File: src/rtl/dispatch_pkg.sv
package dispatch_pkg;

	localparam int WORD_W = 32;
	localparam int REG_PTR_W = 5;
	localparam int CMD_W = 5;
	localparam int GR_COUNT = 32;

	typedef logic [WORD_W-1:0] word_t;
	typedef logic [REG_PTR_W-1:0] reg_ptr_t;
	typedef logic [CMD_W-1:0] cmd_t;

	// System register numbers
	localparam reg_ptr_t SYSREG_TIDR = 5'd2;
	localparam reg_ptr_t SYSREG_SPR = 5'd4;
	localparam reg_ptr_t SYSREG_PSR = 5'd5;
	localparam reg_ptr_t SYSREG_PPSR = 5'd12;
	localparam reg_ptr_t SYSREG_PPCR = 5'd13;

	// PSR fields dropped on interrupt entry
	localparam int PSR_IM_BIT = 2;
	localparam int PSR_CMOD_LO_BIT = 5;
	localparam int PSR_CMOD_HI_BIT = 6;

	localparam word_t PSR_IRQ_CLEAR_MASK = word_t'(
		(1 << PSR_CMOD_HI_BIT) |
		(1 << PSR_CMOD_LO_BIT) |
		(1 << PSR_IM_BIT)
	);

	// Source 1 is an immediate or a register pointer in the low bits
	typedef union packed {
		word_t imm;
		struct packed {
			logic [WORD_W-REG_PTR_W-1:0] unused;
			reg_ptr_t ptr;
		} regs;
	} src1_field_u;

endpackage

File: src/rtl/general_register_file.sv
`timescale 1ns/10ps

module general_register_file (
	input logic iCLOCK,
	input logic inRESET,
	input logic pipeline_stop,
	input logic wb_valid,
	input logic wb_writeback,
	input logic wb_destination_sysreg,
	input dispatch_pkg::reg_ptr_t wb_destination,
	input dispatch_pkg::word_t wb_data,
	input dispatch_pkg::reg_ptr_t read0_ptr,
	input dispatch_pkg::reg_ptr_t read1_ptr,
	output dispatch_pkg::word_t read0_data,
	output dispatch_pkg::word_t read1_data
);

	dispatch_pkg::word_t gr [dispatch_pkg::GR_COUNT];
	logic write_en;

	assign write_en = wb_valid && wb_writeback && !wb_destination_sysreg && !pipeline_stop;

	always_ff @(posedge iCLOCK or negedge inRESET) begin
		if (!inRESET) begin
			for (int i = 0; i < dispatch_pkg::GR_COUNT; i++) begin
				gr[i] <= '0;
			end
		end else if (write_en) begin
			gr[wb_destination] <= wb_data;
		end
	end

	// Reads see the old contents until the edge
	assign read0_data = gr[read0_ptr];
	assign read1_data = gr[read1_ptr];

endmodule

File: src/rtl/system_register_file.sv
`timescale 1ns/10ps

module system_register_file (
	input logic iCLOCK,
	input logic inRESET,
	input logic pipeline_stop,
	input logic irq_set,
	input logic irq_clr,
	input logic ppcr_set,
	input dispatch_pkg::word_t ppcr_data,
	input logic wb_valid,
	input dispatch_pkg::word_t wb_data,
	input dispatch_pkg::reg_ptr_t wb_destination,
	input logic wb_destination_sysreg,
	input logic wb_writeback,
	input logic wb_spr_writeback,
	input dispatch_pkg::word_t wb_spr,
	input dispatch_pkg::reg_ptr_t read0_ptr,
	input dispatch_pkg::reg_ptr_t read1_ptr,
	output dispatch_pkg::word_t read0_data,
	output dispatch_pkg::word_t read1_data,
	output dispatch_pkg::word_t tidr,
	output dispatch_pkg::word_t spr,
	output dispatch_pkg::word_t psr,
	output dispatch_pkg::word_t ppsr,
	output dispatch_pkg::word_t ppcr
);

	logic wb_sys_write;
	logic spr_side_write;

	assign wb_sys_write = wb_valid && wb_writeback && wb_destination_sysreg && !pipeline_stop;
	assign spr_side_write = wb_valid && wb_spr_writeback && !pipeline_stop;

	function automatic dispatch_pkg::word_t read_sysreg(input dispatch_pkg::reg_ptr_t num);
		case (num)
			dispatch_pkg::SYSREG_TIDR: return tidr;
			dispatch_pkg::SYSREG_SPR: return spr;
			dispatch_pkg::SYSREG_PSR: return psr;
			dispatch_pkg::SYSREG_PPSR: return ppsr;
			dispatch_pkg::SYSREG_PPCR: return ppcr;
			default: return '0;
		endcase
	endfunction

	always_ff @(posedge iCLOCK or negedge inRESET) begin
		if (!inRESET) begin
			tidr <= '0;
			spr <= '0;
			psr <= '0;
			ppsr <= '0;
			ppcr <= '0;
		end else begin
			if (wb_sys_write && wb_destination == dispatch_pkg::SYSREG_TIDR) begin
				tidr <= wb_data;
			end
			// Stack pointer side channel wins over the data bus
			if (spr_side_write) begin
				spr <= wb_spr;
			end else if (wb_sys_write && wb_destination == dispatch_pkg::SYSREG_SPR) begin
				spr <= wb_data;
			end
			if (irq_set) begin
				psr <= psr & ~dispatch_pkg::PSR_IRQ_CLEAR_MASK;
			end else if (irq_clr) begin
				psr <= ppsr;
			end else if (wb_sys_write && wb_destination == dispatch_pkg::SYSREG_PSR) begin
				psr <= wb_data;
			end
			// Interrupt entry saves the old PSR
			if (irq_set) begin
				ppsr <= psr;
			end else if (wb_sys_write && wb_destination == dispatch_pkg::SYSREG_PPSR) begin
				ppsr <= wb_data;
			end
			if (ppcr_set) begin
				ppcr <= ppcr_data;
			end else if (wb_sys_write && wb_destination == dispatch_pkg::SYSREG_PPCR) begin
				ppcr <= wb_data;
			end
		end
	end

	always_comb begin
		read0_data = read_sysreg(read0_ptr);
		read1_data = read_sysreg(read1_ptr);
	end

endmodule

File: src/rtl/writeback_forward.sv
`timescale 1ns/10ps

module writeback_forward (
	input dispatch_pkg::reg_ptr_t source0_ptr,
	input logic source0_sysreg,
	input dispatch_pkg::src1_field_u source1,
	input logic source1_imm,
	input logic source1_sysreg,
	input logic wb_valid,
	input dispatch_pkg::word_t wb_data,
	input dispatch_pkg::reg_ptr_t wb_destination,
	input logic wb_destination_sysreg,
	input logic wb_writeback,
	input logic wb_spr_writeback,
	input dispatch_pkg::word_t wb_spr,
	output logic forward0_hit,
	output logic forward1_hit,
	output dispatch_pkg::word_t forward0_data,
	output dispatch_pkg::word_t forward1_data
);

	// SPR side channel seen from a system source
	function automatic logic spr_match(input dispatch_pkg::reg_ptr_t ptr, input logic sysreg);
		return wb_valid && wb_spr_writeback && sysreg && ptr == dispatch_pkg::SYSREG_SPR;
	endfunction

	function automatic logic data_match(input dispatch_pkg::reg_ptr_t ptr, input logic sysreg);
		return wb_valid && wb_writeback && ptr == wb_destination &&
			sysreg == wb_destination_sysreg;
	endfunction

	function automatic dispatch_pkg::word_t match_data(
		input dispatch_pkg::reg_ptr_t ptr,
		input logic sysreg
	);
		if (spr_match(ptr, sysreg)) begin
			return wb_spr;
		end
		return wb_data;
	endfunction

	always_comb begin
		forward0_hit = spr_match(source0_ptr, source0_sysreg) ||
			data_match(source0_ptr, source0_sysreg);
		forward0_data = match_data(source0_ptr, source0_sysreg);
		// An immediate never matches
		forward1_hit = !source1_imm &&
			(spr_match(source1.regs.ptr, source1_sysreg) ||
			data_match(source1.regs.ptr, source1_sysreg));
		forward1_data = match_data(source1.regs.ptr, source1_sysreg);
	end

endmodule

File: src/rtl/operand_latch.sv
`timescale 1ns/10ps

module operand_latch (
	input logic iCLOCK,
	input logic inRESET,
	input logic refresh,
	input logic next_lock,
	input logic prev_valid,
	input dispatch_pkg::cmd_t prev_cmd,
	input dispatch_pkg::reg_ptr_t prev_destination,
	input logic prev_destination_sysreg,
	input logic prev_writeback,
	input logic prev_source0_sysreg,
	input dispatch_pkg::src1_field_u prev_source1,
	input logic prev_source1_imm,
	input logic prev_source1_sysreg,
	input dispatch_pkg::word_t prev_pc,
	input logic forward0_hit,
	input logic forward1_hit,
	input dispatch_pkg::word_t forward0_data,
	input dispatch_pkg::word_t forward1_data,
	input dispatch_pkg::word_t gr0_data,
	input dispatch_pkg::word_t gr1_data,
	input dispatch_pkg::word_t sys0_data,
	input dispatch_pkg::word_t sys1_data,
	output logic next_valid,
	output dispatch_pkg::cmd_t next_cmd,
	output dispatch_pkg::reg_ptr_t next_destination,
	output logic next_destination_sysreg,
	output logic next_writeback,
	output dispatch_pkg::word_t next_source0,
	output dispatch_pkg::word_t next_source1,
	output dispatch_pkg::word_t next_pc
);

	logic valid_q;
	dispatch_pkg::word_t source0_sel;
	dispatch_pkg::word_t source1_sel;

	always_comb begin
		if (forward0_hit) begin
			source0_sel = forward0_data;
		end else if (prev_source0_sysreg) begin
			source0_sel = sys0_data;
		end else begin
			source0_sel = gr0_data;
		end
	end

	// Immediate first, then write-back, then the files
	always_comb begin
		if (prev_source1_imm) begin
			source1_sel = prev_source1.imm;
		end else if (forward1_hit) begin
			source1_sel = forward1_data;
		end else if (prev_source1_sysreg) begin
			source1_sel = sys1_data;
		end else begin
			source1_sel = gr1_data;
		end
	end

	always_ff @(posedge iCLOCK or negedge inRESET) begin
		if (!inRESET) begin
			valid_q <= 1'b0;
			next_cmd <= '0;
			next_destination <= '0;
			next_destination_sysreg <= 1'b0;
			next_writeback <= 1'b0;
			next_source0 <= '0;
			next_source1 <= '0;
			next_pc <= '0;
		end else if (refresh) begin
			valid_q <= 1'b0;
			next_cmd <= '0;
			next_destination <= '0;
			next_destination_sysreg <= 1'b0;
			next_writeback <= 1'b0;
			next_source0 <= '0;
			next_source1 <= '0;
			next_pc <= '0;
		end else if (!next_lock) begin
			valid_q <= prev_valid;
			next_cmd <= prev_cmd;
			next_destination <= prev_destination;
			next_destination_sysreg <= prev_destination_sysreg;
			next_writeback <= prev_writeback;
			next_source0 <= source0_sel;
			next_source1 <= source1_sel;
			next_pc <= prev_pc;
		end
	end

	// Held instruction stays hidden while execute is locked
	assign next_valid = valid_q && !next_lock;

endmodule

File: src/rtl/dispatch.sv
`timescale 1ns/10ps

module dispatch (
	input logic iCLOCK,
	input logic inRESET,
	input logic pipeline_stop,
	input logic refresh,
	input logic irq_set,
	input logic irq_clr,
	input logic ppcr_set,
	input dispatch_pkg::word_t ppcr_data,
	input logic prev_valid,
	input dispatch_pkg::cmd_t prev_cmd,
	input dispatch_pkg::reg_ptr_t prev_destination,
	input logic prev_destination_sysreg,
	input logic prev_writeback,
	input dispatch_pkg::reg_ptr_t prev_source0,
	input logic prev_source0_sysreg,
	input dispatch_pkg::src1_field_u prev_source1,
	input logic prev_source1_imm,
	input logic prev_source1_sysreg,
	input dispatch_pkg::word_t prev_pc,
	output logic previous_lock,
	output logic next_valid,
	output dispatch_pkg::cmd_t next_cmd,
	output dispatch_pkg::reg_ptr_t next_destination,
	output logic next_destination_sysreg,
	output logic next_writeback,
	output dispatch_pkg::word_t next_source0,
	output dispatch_pkg::word_t next_source1,
	output dispatch_pkg::word_t next_pc,
	input logic next_lock,
	input logic wb_valid,
	input dispatch_pkg::word_t wb_data,
	input dispatch_pkg::reg_ptr_t wb_destination,
	input logic wb_destination_sysreg,
	input logic wb_writeback,
	input logic wb_spr_writeback,
	input dispatch_pkg::word_t wb_spr,
	output dispatch_pkg::word_t sysreg_tidr,
	output dispatch_pkg::word_t sysreg_spr,
	output dispatch_pkg::word_t sysreg_psr,
	output dispatch_pkg::word_t sysreg_ppsr,
	output dispatch_pkg::word_t sysreg_ppcr
);

	dispatch_pkg::reg_ptr_t source1_ptr;
	dispatch_pkg::word_t gr0_data;
	dispatch_pkg::word_t gr1_data;
	dispatch_pkg::word_t sys0_data;
	dispatch_pkg::word_t sys1_data;
	logic forward0_hit;
	logic forward1_hit;
	dispatch_pkg::word_t forward0_data;
	dispatch_pkg::word_t forward1_data;

	assign source1_ptr = prev_source1.regs.ptr;

	// Decoder stalls together with this stage
	assign previous_lock = next_lock;

	general_register_file i_general_register_file (
		.iCLOCK(iCLOCK),
		.inRESET(inRESET),
		.pipeline_stop(pipeline_stop),
		.wb_valid(wb_valid),
		.wb_writeback(wb_writeback),
		.wb_destination_sysreg(wb_destination_sysreg),
		.wb_destination(wb_destination),
		.wb_data(wb_data),
		.read0_ptr(prev_source0),
		.read1_ptr(source1_ptr),
		.read0_data(gr0_data),
		.read1_data(gr1_data)
	);

	system_register_file i_system_register_file (
		.iCLOCK(iCLOCK),
		.inRESET(inRESET),
		.pipeline_stop(pipeline_stop),
		.irq_set(irq_set),
		.irq_clr(irq_clr),
		.ppcr_set(ppcr_set),
		.ppcr_data(ppcr_data),
		.wb_valid(wb_valid),
		.wb_data(wb_data),
		.wb_destination(wb_destination),
		.wb_destination_sysreg(wb_destination_sysreg),
		.wb_writeback(wb_writeback),
		.wb_spr_writeback(wb_spr_writeback),
		.wb_spr(wb_spr),
		.read0_ptr(prev_source0),
		.read1_ptr(source1_ptr),
		.read0_data(sys0_data),
		.read1_data(sys1_data),
		.tidr(sysreg_tidr),
		.spr(sysreg_spr),
		.psr(sysreg_psr),
		.ppsr(sysreg_ppsr),
		.ppcr(sysreg_ppcr)
	);

	writeback_forward i_writeback_forward (
		.source0_ptr(prev_source0),
		.source0_sysreg(prev_source0_sysreg),
		.source1(prev_source1),
		.source1_imm(prev_source1_imm),
		.source1_sysreg(prev_source1_sysreg),
		.wb_valid(wb_valid),
		.wb_data(wb_data),
		.wb_destination(wb_destination),
		.wb_destination_sysreg(wb_destination_sysreg),
		.wb_writeback(wb_writeback),
		.wb_spr_writeback(wb_spr_writeback),
		.wb_spr(wb_spr),
		.forward0_hit(forward0_hit),
		.forward1_hit(forward1_hit),
		.forward0_data(forward0_data),
		.forward1_data(forward1_data)
	);

	operand_latch i_operand_latch (
		.iCLOCK(iCLOCK),
		.inRESET(inRESET),
		.refresh(refresh),
		.next_lock(next_lock),
		.prev_valid(prev_valid),
		.prev_cmd(prev_cmd),
		.prev_destination(prev_destination),
		.prev_destination_sysreg(prev_destination_sysreg),
		.prev_writeback(prev_writeback),
		.prev_source0_sysreg(prev_source0_sysreg),
		.prev_source1(prev_source1),
		.prev_source1_imm(prev_source1_imm),
		.prev_source1_sysreg(prev_source1_sysreg),
		.prev_pc(prev_pc),
		.forward0_hit(forward0_hit),
		.forward1_hit(forward1_hit),
		.forward0_data(forward0_data),
		.forward1_data(forward1_data),
		.gr0_data(gr0_data),
		.gr1_data(gr1_data),
		.sys0_data(sys0_data),
		.sys1_data(sys1_data),
		.next_valid(next_valid),
		.next_cmd(next_cmd),
		.next_destination(next_destination),
		.next_destination_sysreg(next_destination_sysreg),
		.next_writeback(next_writeback),
		.next_source0(next_source0),
		.next_source1(next_source1),
		.next_pc(next_pc)
	);

endmodule

File: config.mk
export PLATFORM = sky130hd
export DESIGN_NAME = dispatch
export DESIGN_NICKNAME = d
export VERILOG_FILES = /design/src/rtl/dispatch_pkg.sv /design/src/rtl/general_register_file.sv /design/src/rtl/system_register_file.sv /design/src/rtl/writeback_forward.sv /design/src/rtl/operand_latch.sv /design/src/rtl/dispatch.sv
export SDC_FILE = /design/constraint.sdc
export NUM_CORES = 2
export LEC_CHECK = 0
export BUFFER_PORTS_ARGS = -buffer_cell sky130_fd_sc_hd__buf_2
export CAP_MARGIN = 20
export CORE_MARGIN = 3
export CORE_UTILIZATION = 36
export DETAILED_ROUTE_END_ITERATION = 10
export PLACE_DENSITY = 0.58
export SLEW_MARGIN = 5
export SYNTH_ARGS = -nofsm -noshare
export SYNTH_HDL_FRONTEND = slang
export SYNTH_SLANG_ARGS = --single-unit
File: constraint.sdc
create_clock -name iCLOCK -period 5.1 [get_ports iCLOCK]
set_input_delay 0.255 -clock iCLOCK [delete_from_list [all_inputs] [get_ports iCLOCK]]
set_output_delay 0.255 -clock iCLOCK [all_outputs]
set_load 0.05 [all_outputs]
== Yosys cells after proc, flatten, opt, wreduce, memory -nomap -nowiden ==
Index checks and enable logic that the tools add are counted.
Word-level totals
  output and inout port bits: 270
  register bits: 1293
Operators by class
  reduce and logical (&&, ||, !) cells: 35
  equality and inequality tests: 20
  order comparisons: 4
  bitwise operators: 4
  multiplexer cells: 47
Operators with widths (number)
  $bwmux 1024: 1
  $mux 32: 28
  $bmux 32 s5: 2
  $pmux 32 s5: 2
  $demux 32 s5: 1
  $eq 5x3->1 const B: 6
  $eq 5x4->1 const B: 6
  $logic_and 1x1->1: 23
  $mux 5: 4
  $ge 6x6->1 const B: 3
  $not 5->6: 3
  $eq 5x2->1 const B: 3
  $eq 5x5->1: 2
  $mux 1: 8
  $reduce_bool 2->1: 4
  $mux 7: 1
  $lt 6x1->1 const B: 1
  $logic_not 1->1: 4
  $reduce_bool 3->1: 1
  $eq 1x1->1: 2
  $logic_or 1x1->1: 2
  $ne 2x2->1 const B: 1
  $reduce_and 2->1: 1
  $not 1->1: 1

== Depth between registers and ports, before layout ==
  word-level depth: 9
  mapped depth: 11

== Cells and area by module ==
A second synthesis with hierarchy kept.
Unflattened totals
  cells, all modules: 6199
  area total of the unflattened synthesis: 73525.5 um^2
Modules (own cells, without submodules)
  general_register_file: area an instance 55998.7 um^2, times used 1, seq. area each 25624.6 um^2, cells each 4615
  system_register_file: area an instance 10321.1 um^2, times used 1, seq. area each 4003.8 um^2, cells each 937
  operand_latch: area an instance 5945.7 um^2, times used 1, seq. area each 2727.6 um^2, cells each 553
  writeback_forward: area an instance 1252.5 um^2, times used 1, seq. area each 0.0 um^2, cells each 93
  dispatch: area an instance 7.5 um^2, times used 1, seq. area each 0.0 um^2, cells each 1

== Worst setup path before layout ==
No wires, ideal clock.
  kind: input to register
  from: input prev_source1[0] in the netlist's numbering
  to: register i_operand_latch.next_source1[6]
  arrival time: 2076 ps
  buffers on the path: 4
  cell stages on the path: 9
  required time: 4966 ps
  path slack: 2890 ps
  cell sequence: buf_4 > buf_6 > buf_2 > buf_4 > mux4_2 > o21ai_0 > nor3_1 > nor4_1 > o22ai_1
Between the ends
  cells in the longest elaborated chain, start to end: 9
Ends and longest elaborated chain
  start, declared: line dispatch.sv:19  | input dispatch_pkg::src1_field_u prev_source1,
  $not 5->6 (not written as such) / $eq 5x5->1 (equally long branches): line general_register_file.sv:35, writeback_forward.sv:28
  $bmux 32 s5 / $logic_and 1x1->1 (equally long branches): line general_register_file.sv:35, writeback_forward.sv:28
  $mux 32 (not written as such) / $logic_and 1x1->1 (equally long branches): line general_register_file.sv:35, writeback_forward.sv:28
  $mux 32 (not written as such) / $logic_or 1x1->1 (equally long branches): line general_register_file.sv:35, writeback_forward.sv:48
  $mux 32 / $logic_and 1x1->1 (equally long branches): line operand_latch.sv:56, writeback_forward.sv:47
  $mux 32 (*): line operand_latch.sv:54  | end else if (forward1_hit) begin
  $mux 32 (*): line operand_latch.sv:52  | if (prev_source1_imm) begin
  $mux 32 (*): line operand_latch.sv:82  | end else if (!next_lock) begin
  $mux 32 (*): line operand_latch.sv:73  | end else if (refresh) begin
  end signal, assigned: line operand_latch.sv:89  | next_source1 <= source1_sel;
  end, declared: line operand_latch.sv:32  | output dispatch_pkg::word_t next_source1,
Every way passes the cells marked *; elsewhere a longest branch is shown, timed or not. The select of a mux whose other input is x is not followed.
A chain may end at the register's enable or synchronous reset.

== Worst setup path after layout ==
  from: input prev_source1[4] in the netlist's numbering
  to: register i_operand_latch.next_source1[7]
The elaborated chain is that of the path after synthesis.

==> flow_metrics.env <==
export IMPL_routabilityCongestion=0.9395
export IMPL_final_common_cell="dfrtp_1"
export IMPL_grt_pass1_wl_mm=387.7
export IMPL_viasPerCell=6.273
export IMPL_cp_arrival_ns=4.28
export IMPL_required_ns=5.83
export IMPL_async_flop_share_pct=100.0
export IMPL_postCtsResizedCells=0
export IMPL_synthAdderAreaFrac_pct=0
export IMPL_antenna_found_initial=20
export IMPL_skew_ns=0.02804
export IMPL_ioPinCount=468
export IMPL_dieArea_um2=198500
export IMPL_grt_max_degree=177
export IMPL_grt_overflow=0
export IMPL_p_total_mw=26.37
export IMPL_synth_edf_count=0
export IMPL_syn_cell_area_um2=69550
export IMPL_dp_hpwl_mm=178.8
export IMPL_die_h_um=445.5
export IMPL_multi_input_area_um2=34990
export IMPL_core_area_um2=191200
export IMPL_syn_nets=5277
export IMPL_layout_setup_ws_ns=1.556
export IMPL_initial_core_util_pct=36.38
export IMPL_period_needed_ns=3.544
export IMPL_setup_viol=0
export IMPL_avgSynthCellArea_um2=13.69
export IMPL_power_density_nw_per_um2=325.5
export IMPL_tightest_slew_ns=1.207
export IMPL_detail_route_antenna_nets=0
export IMPL_root_buffer="clkbuf_16"
export IMPL_wl_mm=271.5
export IMPL_wl_per_cell_um=33.55
export IMPL_fmax_ghz=0.2822
export IMPL_ir_drop_mv=0.2484
export IMPL_die_w_um=445.5
export IMPL_htreeDepth=4
export IMPL_critPathLaunchType="input pin"
export IMPL_clock_sinks=1293
export IMPL_final_setup_tns_ns=0
export IMPL_regArea_um2=32360
export IMPL_synth_seq_cells=1293
export IMPL_min_path_type="input pin to register"
export IMPL_area_growth_pct=16.46
export IMPL_num_nets_final=5656
export IMPL_worst_setup_path_type="input pin to register"
export IMPL_clkTransAtPathRegs_ns=0.06
export IMPL_synth_xor_area_share_pct=0.1511
export IMPL_cts_hold_fix_buffers=145
export IMPL_layout_drive_gt1_share_pct=45.73
export IMPL_grt_pass1_vias=51078
export IMPL_nFillCells=17392
export IMPL_syn_inst=5079
export IMPL_vias=50765
export IMPL_synth_compound_area_share_pct=7.220
export IMPL_combPwrFrac_pct=15.1
export IMPL_synth_ff_type="dfrtp_1"
export IMPL_route_detailed_drc=0
export IMPL_gr_usage_all_layers_pct=26.94
export IMPL_p_int_mw=18.76
export IMPL_met3_usage_pct=7.067
export IMPL_final_util_pct=42.36
export IMPL_switching_share_pct=28.83
export IMPL_clk_latency_ns=0.79
export IMPL_busiest_layer="met2"
export IMPL_p_switching_mw=7.601
export IMPL_use_met2_pct=42.21
export IMPL_slew_violations=0
export IMPL_synth_top_family_by_area="multiplexers"
export IMPL_cts_tree="done"
export IMPL_layout_common_cells="dfrtp_1, mux2_2, mux4_2, buf_2, mux2i_1"
export IMPL_clockBufferDepth=3
export IMPL_maxSlewHeadroom_pct=19.39
export IMPL_clockPowerShare_pct=41.4
export IMPL_post_cts_setup_buffers=0
export IMPL_ys_types=68
export IMPL_grt_use_met1_pct=33.52
export IMPL_p_leak_nw=36.81
export IMPL_hold_violations=0
export IMPL_pwr_share_seq_pct=43.5
export IMPL_yosys_area_share_simple_pct=3.730
export IMPL_crit_path_end_kind="register"
export IMPL_period_share_pct=69.49
export IMPL_cts_made_buffers=138
export IMPL_pre_cts_ws_ns=1.187
export IMPL_ys_warnings_count=0
export IMPL_first_pass_iters=8
export IMPL_seq_area_frac_synth_pct=46.53
export IMPL_maxCapViolations=0
export IMPL_num_rows=160
export IMPL_path_max_fanout=18
export IMPL_synthMuxAreaShare_pct=38.82
export IMPL_rsz0062_at_grt="no"
export IMPL_outcome="finished, final reports clean"
export IMPL_portBuffers=467
export IMPL_drt_iter0_drc=5622
-- kinds of logic (layout without fill, tap and decap cells) --
| logic type | after synthesis | after routing |
|---|---|---|
| flip-flops | 1293 | 1293 |
| multiplexers | 1902 | 1902 |
| AO/OA/AOI/OAI | 720 | 720 |
| other | 0 | 13 |
| XOR/XNOR | 12 | 12 |
| buffers and inverters | 563 | 1052 |
| AND/OR/NAND/NOR | 589 | 589 |
-- critical path: stages --
cell and delay (ns):
dlygate4sd3_1 0.58, buf_2 0.25, buf_4 0.49, xor2_1 0.12
nor3_1 0.51, nand2_1 0.35, nand2_1 0.68, o311ai_0 0.27
a31oi_1 0.17, dlygate4sd3_1 0.56
-- power groups by stage --
stage | Clock, mW | Sequential [mW] | Combinational [mW]
CTS | 11.1 | 11.5 | 3.96
detailed placement | 0 | 11.6 | 3.86
global route | 11.5 | 11.5 | 4.18
global placement | 0 | 11.6 | 3.82
finish | 10.9 | 11.5 | 3.98
floorplan | 0 | 12.1 | 1.86
-- sequential cells by signal, indices dropped and copies added, names as in the netlist --
register / cells
i_system_register_file.ppcr: 32
i_operand_latch.next_pc: 32
i_operand_latch.next_destination: 5
i_operand_latch.valid_q: 1
i_system_register_file.ppsr: 32
i_operand_latch.next_source0: 32
i_system_register_file.spr: 32
i_system_register_file.psr: 32
i_operand_latch.next_source1: 32
i_operand_latch.next_writeback: 1
i_system_register_file.tidr: 32
i_operand_latch.next_cmd: 5
i_operand_latch.next_destination_sysreg: 1
i_general_register_file.gr: 1024
-- area by class of cell --
cell class,instances,share of cell area (%)
multi-input cells,3223,43.20
diodes,13,0.04017
clock inverters,52,0.8481
inverters,7,0.03244
clock buffers,198,5.147
repair buffers,795,6.907
flip-flops and latches,1293,39.95
well taps,2511,3.879
-- stage by stage --
| step | hold slack (ns) | std cells | cell area, µm² |
|---|---|---|---|
| CTS | 0.001813 | 8078 | 80930 |
| detailed placement | 0.3696 | 7683 | 74630 |
| floorplan | -0.04059 | 5079 | 69550 |
| global placement | 0.3640 | 7680 | 74610 |
| global route | 0.07993 | 8083 | 80970 |
| finish | 0.04804 | 8092 | 80990 |
-- synth_stat cells (all sizes together) (13+ instances only) --
cell type	instances	area, µm²
mux2i	310	3103
a222oi	15	150.1
o21ai	126	630.6
a221o	15	150.1
mux2	1062	11960
a21oi	115	579.3
nand2b	15	93.84
mux4	530	11940
nor4	17	127.6
nor2	294	1104
o221ai	14	122.6
o2bb2ai	27	236.5
nor2b	13	81.33
nor3	17	101.4
a22o	33	289.0
buf	260	1333
o22ai	80	500.5
a22oi	62	465.5
o21bai	38	285.3
clkbuf	296	1112
dfrtp	1293	32360
o211ai	27	202.7
a31oi	29	181.4
nand2	167	626.9
a221oi	61	534.3
-- worst paths after layout --
kind,startpoint,cells past startpoint,slack [ns],end
hold / removal,ppcr_set,3,0.05,i_system_register_file.ppcr[14]
hold reg to reg,i_operand_latch.next_source0[29],2,0.49,i_operand_latch.next_source0[29]
max in group asynchronous,inRESET,3,3.20,i_general_register_file.gr[684]
min in group asynchronous,inRESET,2,0.17,i_general_register_file.gr[284]
setup / recovery,prev_source1[4],10,1.56,i_operand_latch.next_source1[7]
setup reg to reg,i_general_register_file.gr[263],6,2.04,i_operand_latch.next_source1[7]
-- per-layer routing --
layer  part of all wire, %  up-vias
li1                      -    20256
met1                    38    26654
met2                    46     2983
met3                   9.4      864
met4                   7.0        8
met5                 0.016        -
No activity file was read; power rests on OpenSTA's default activity.
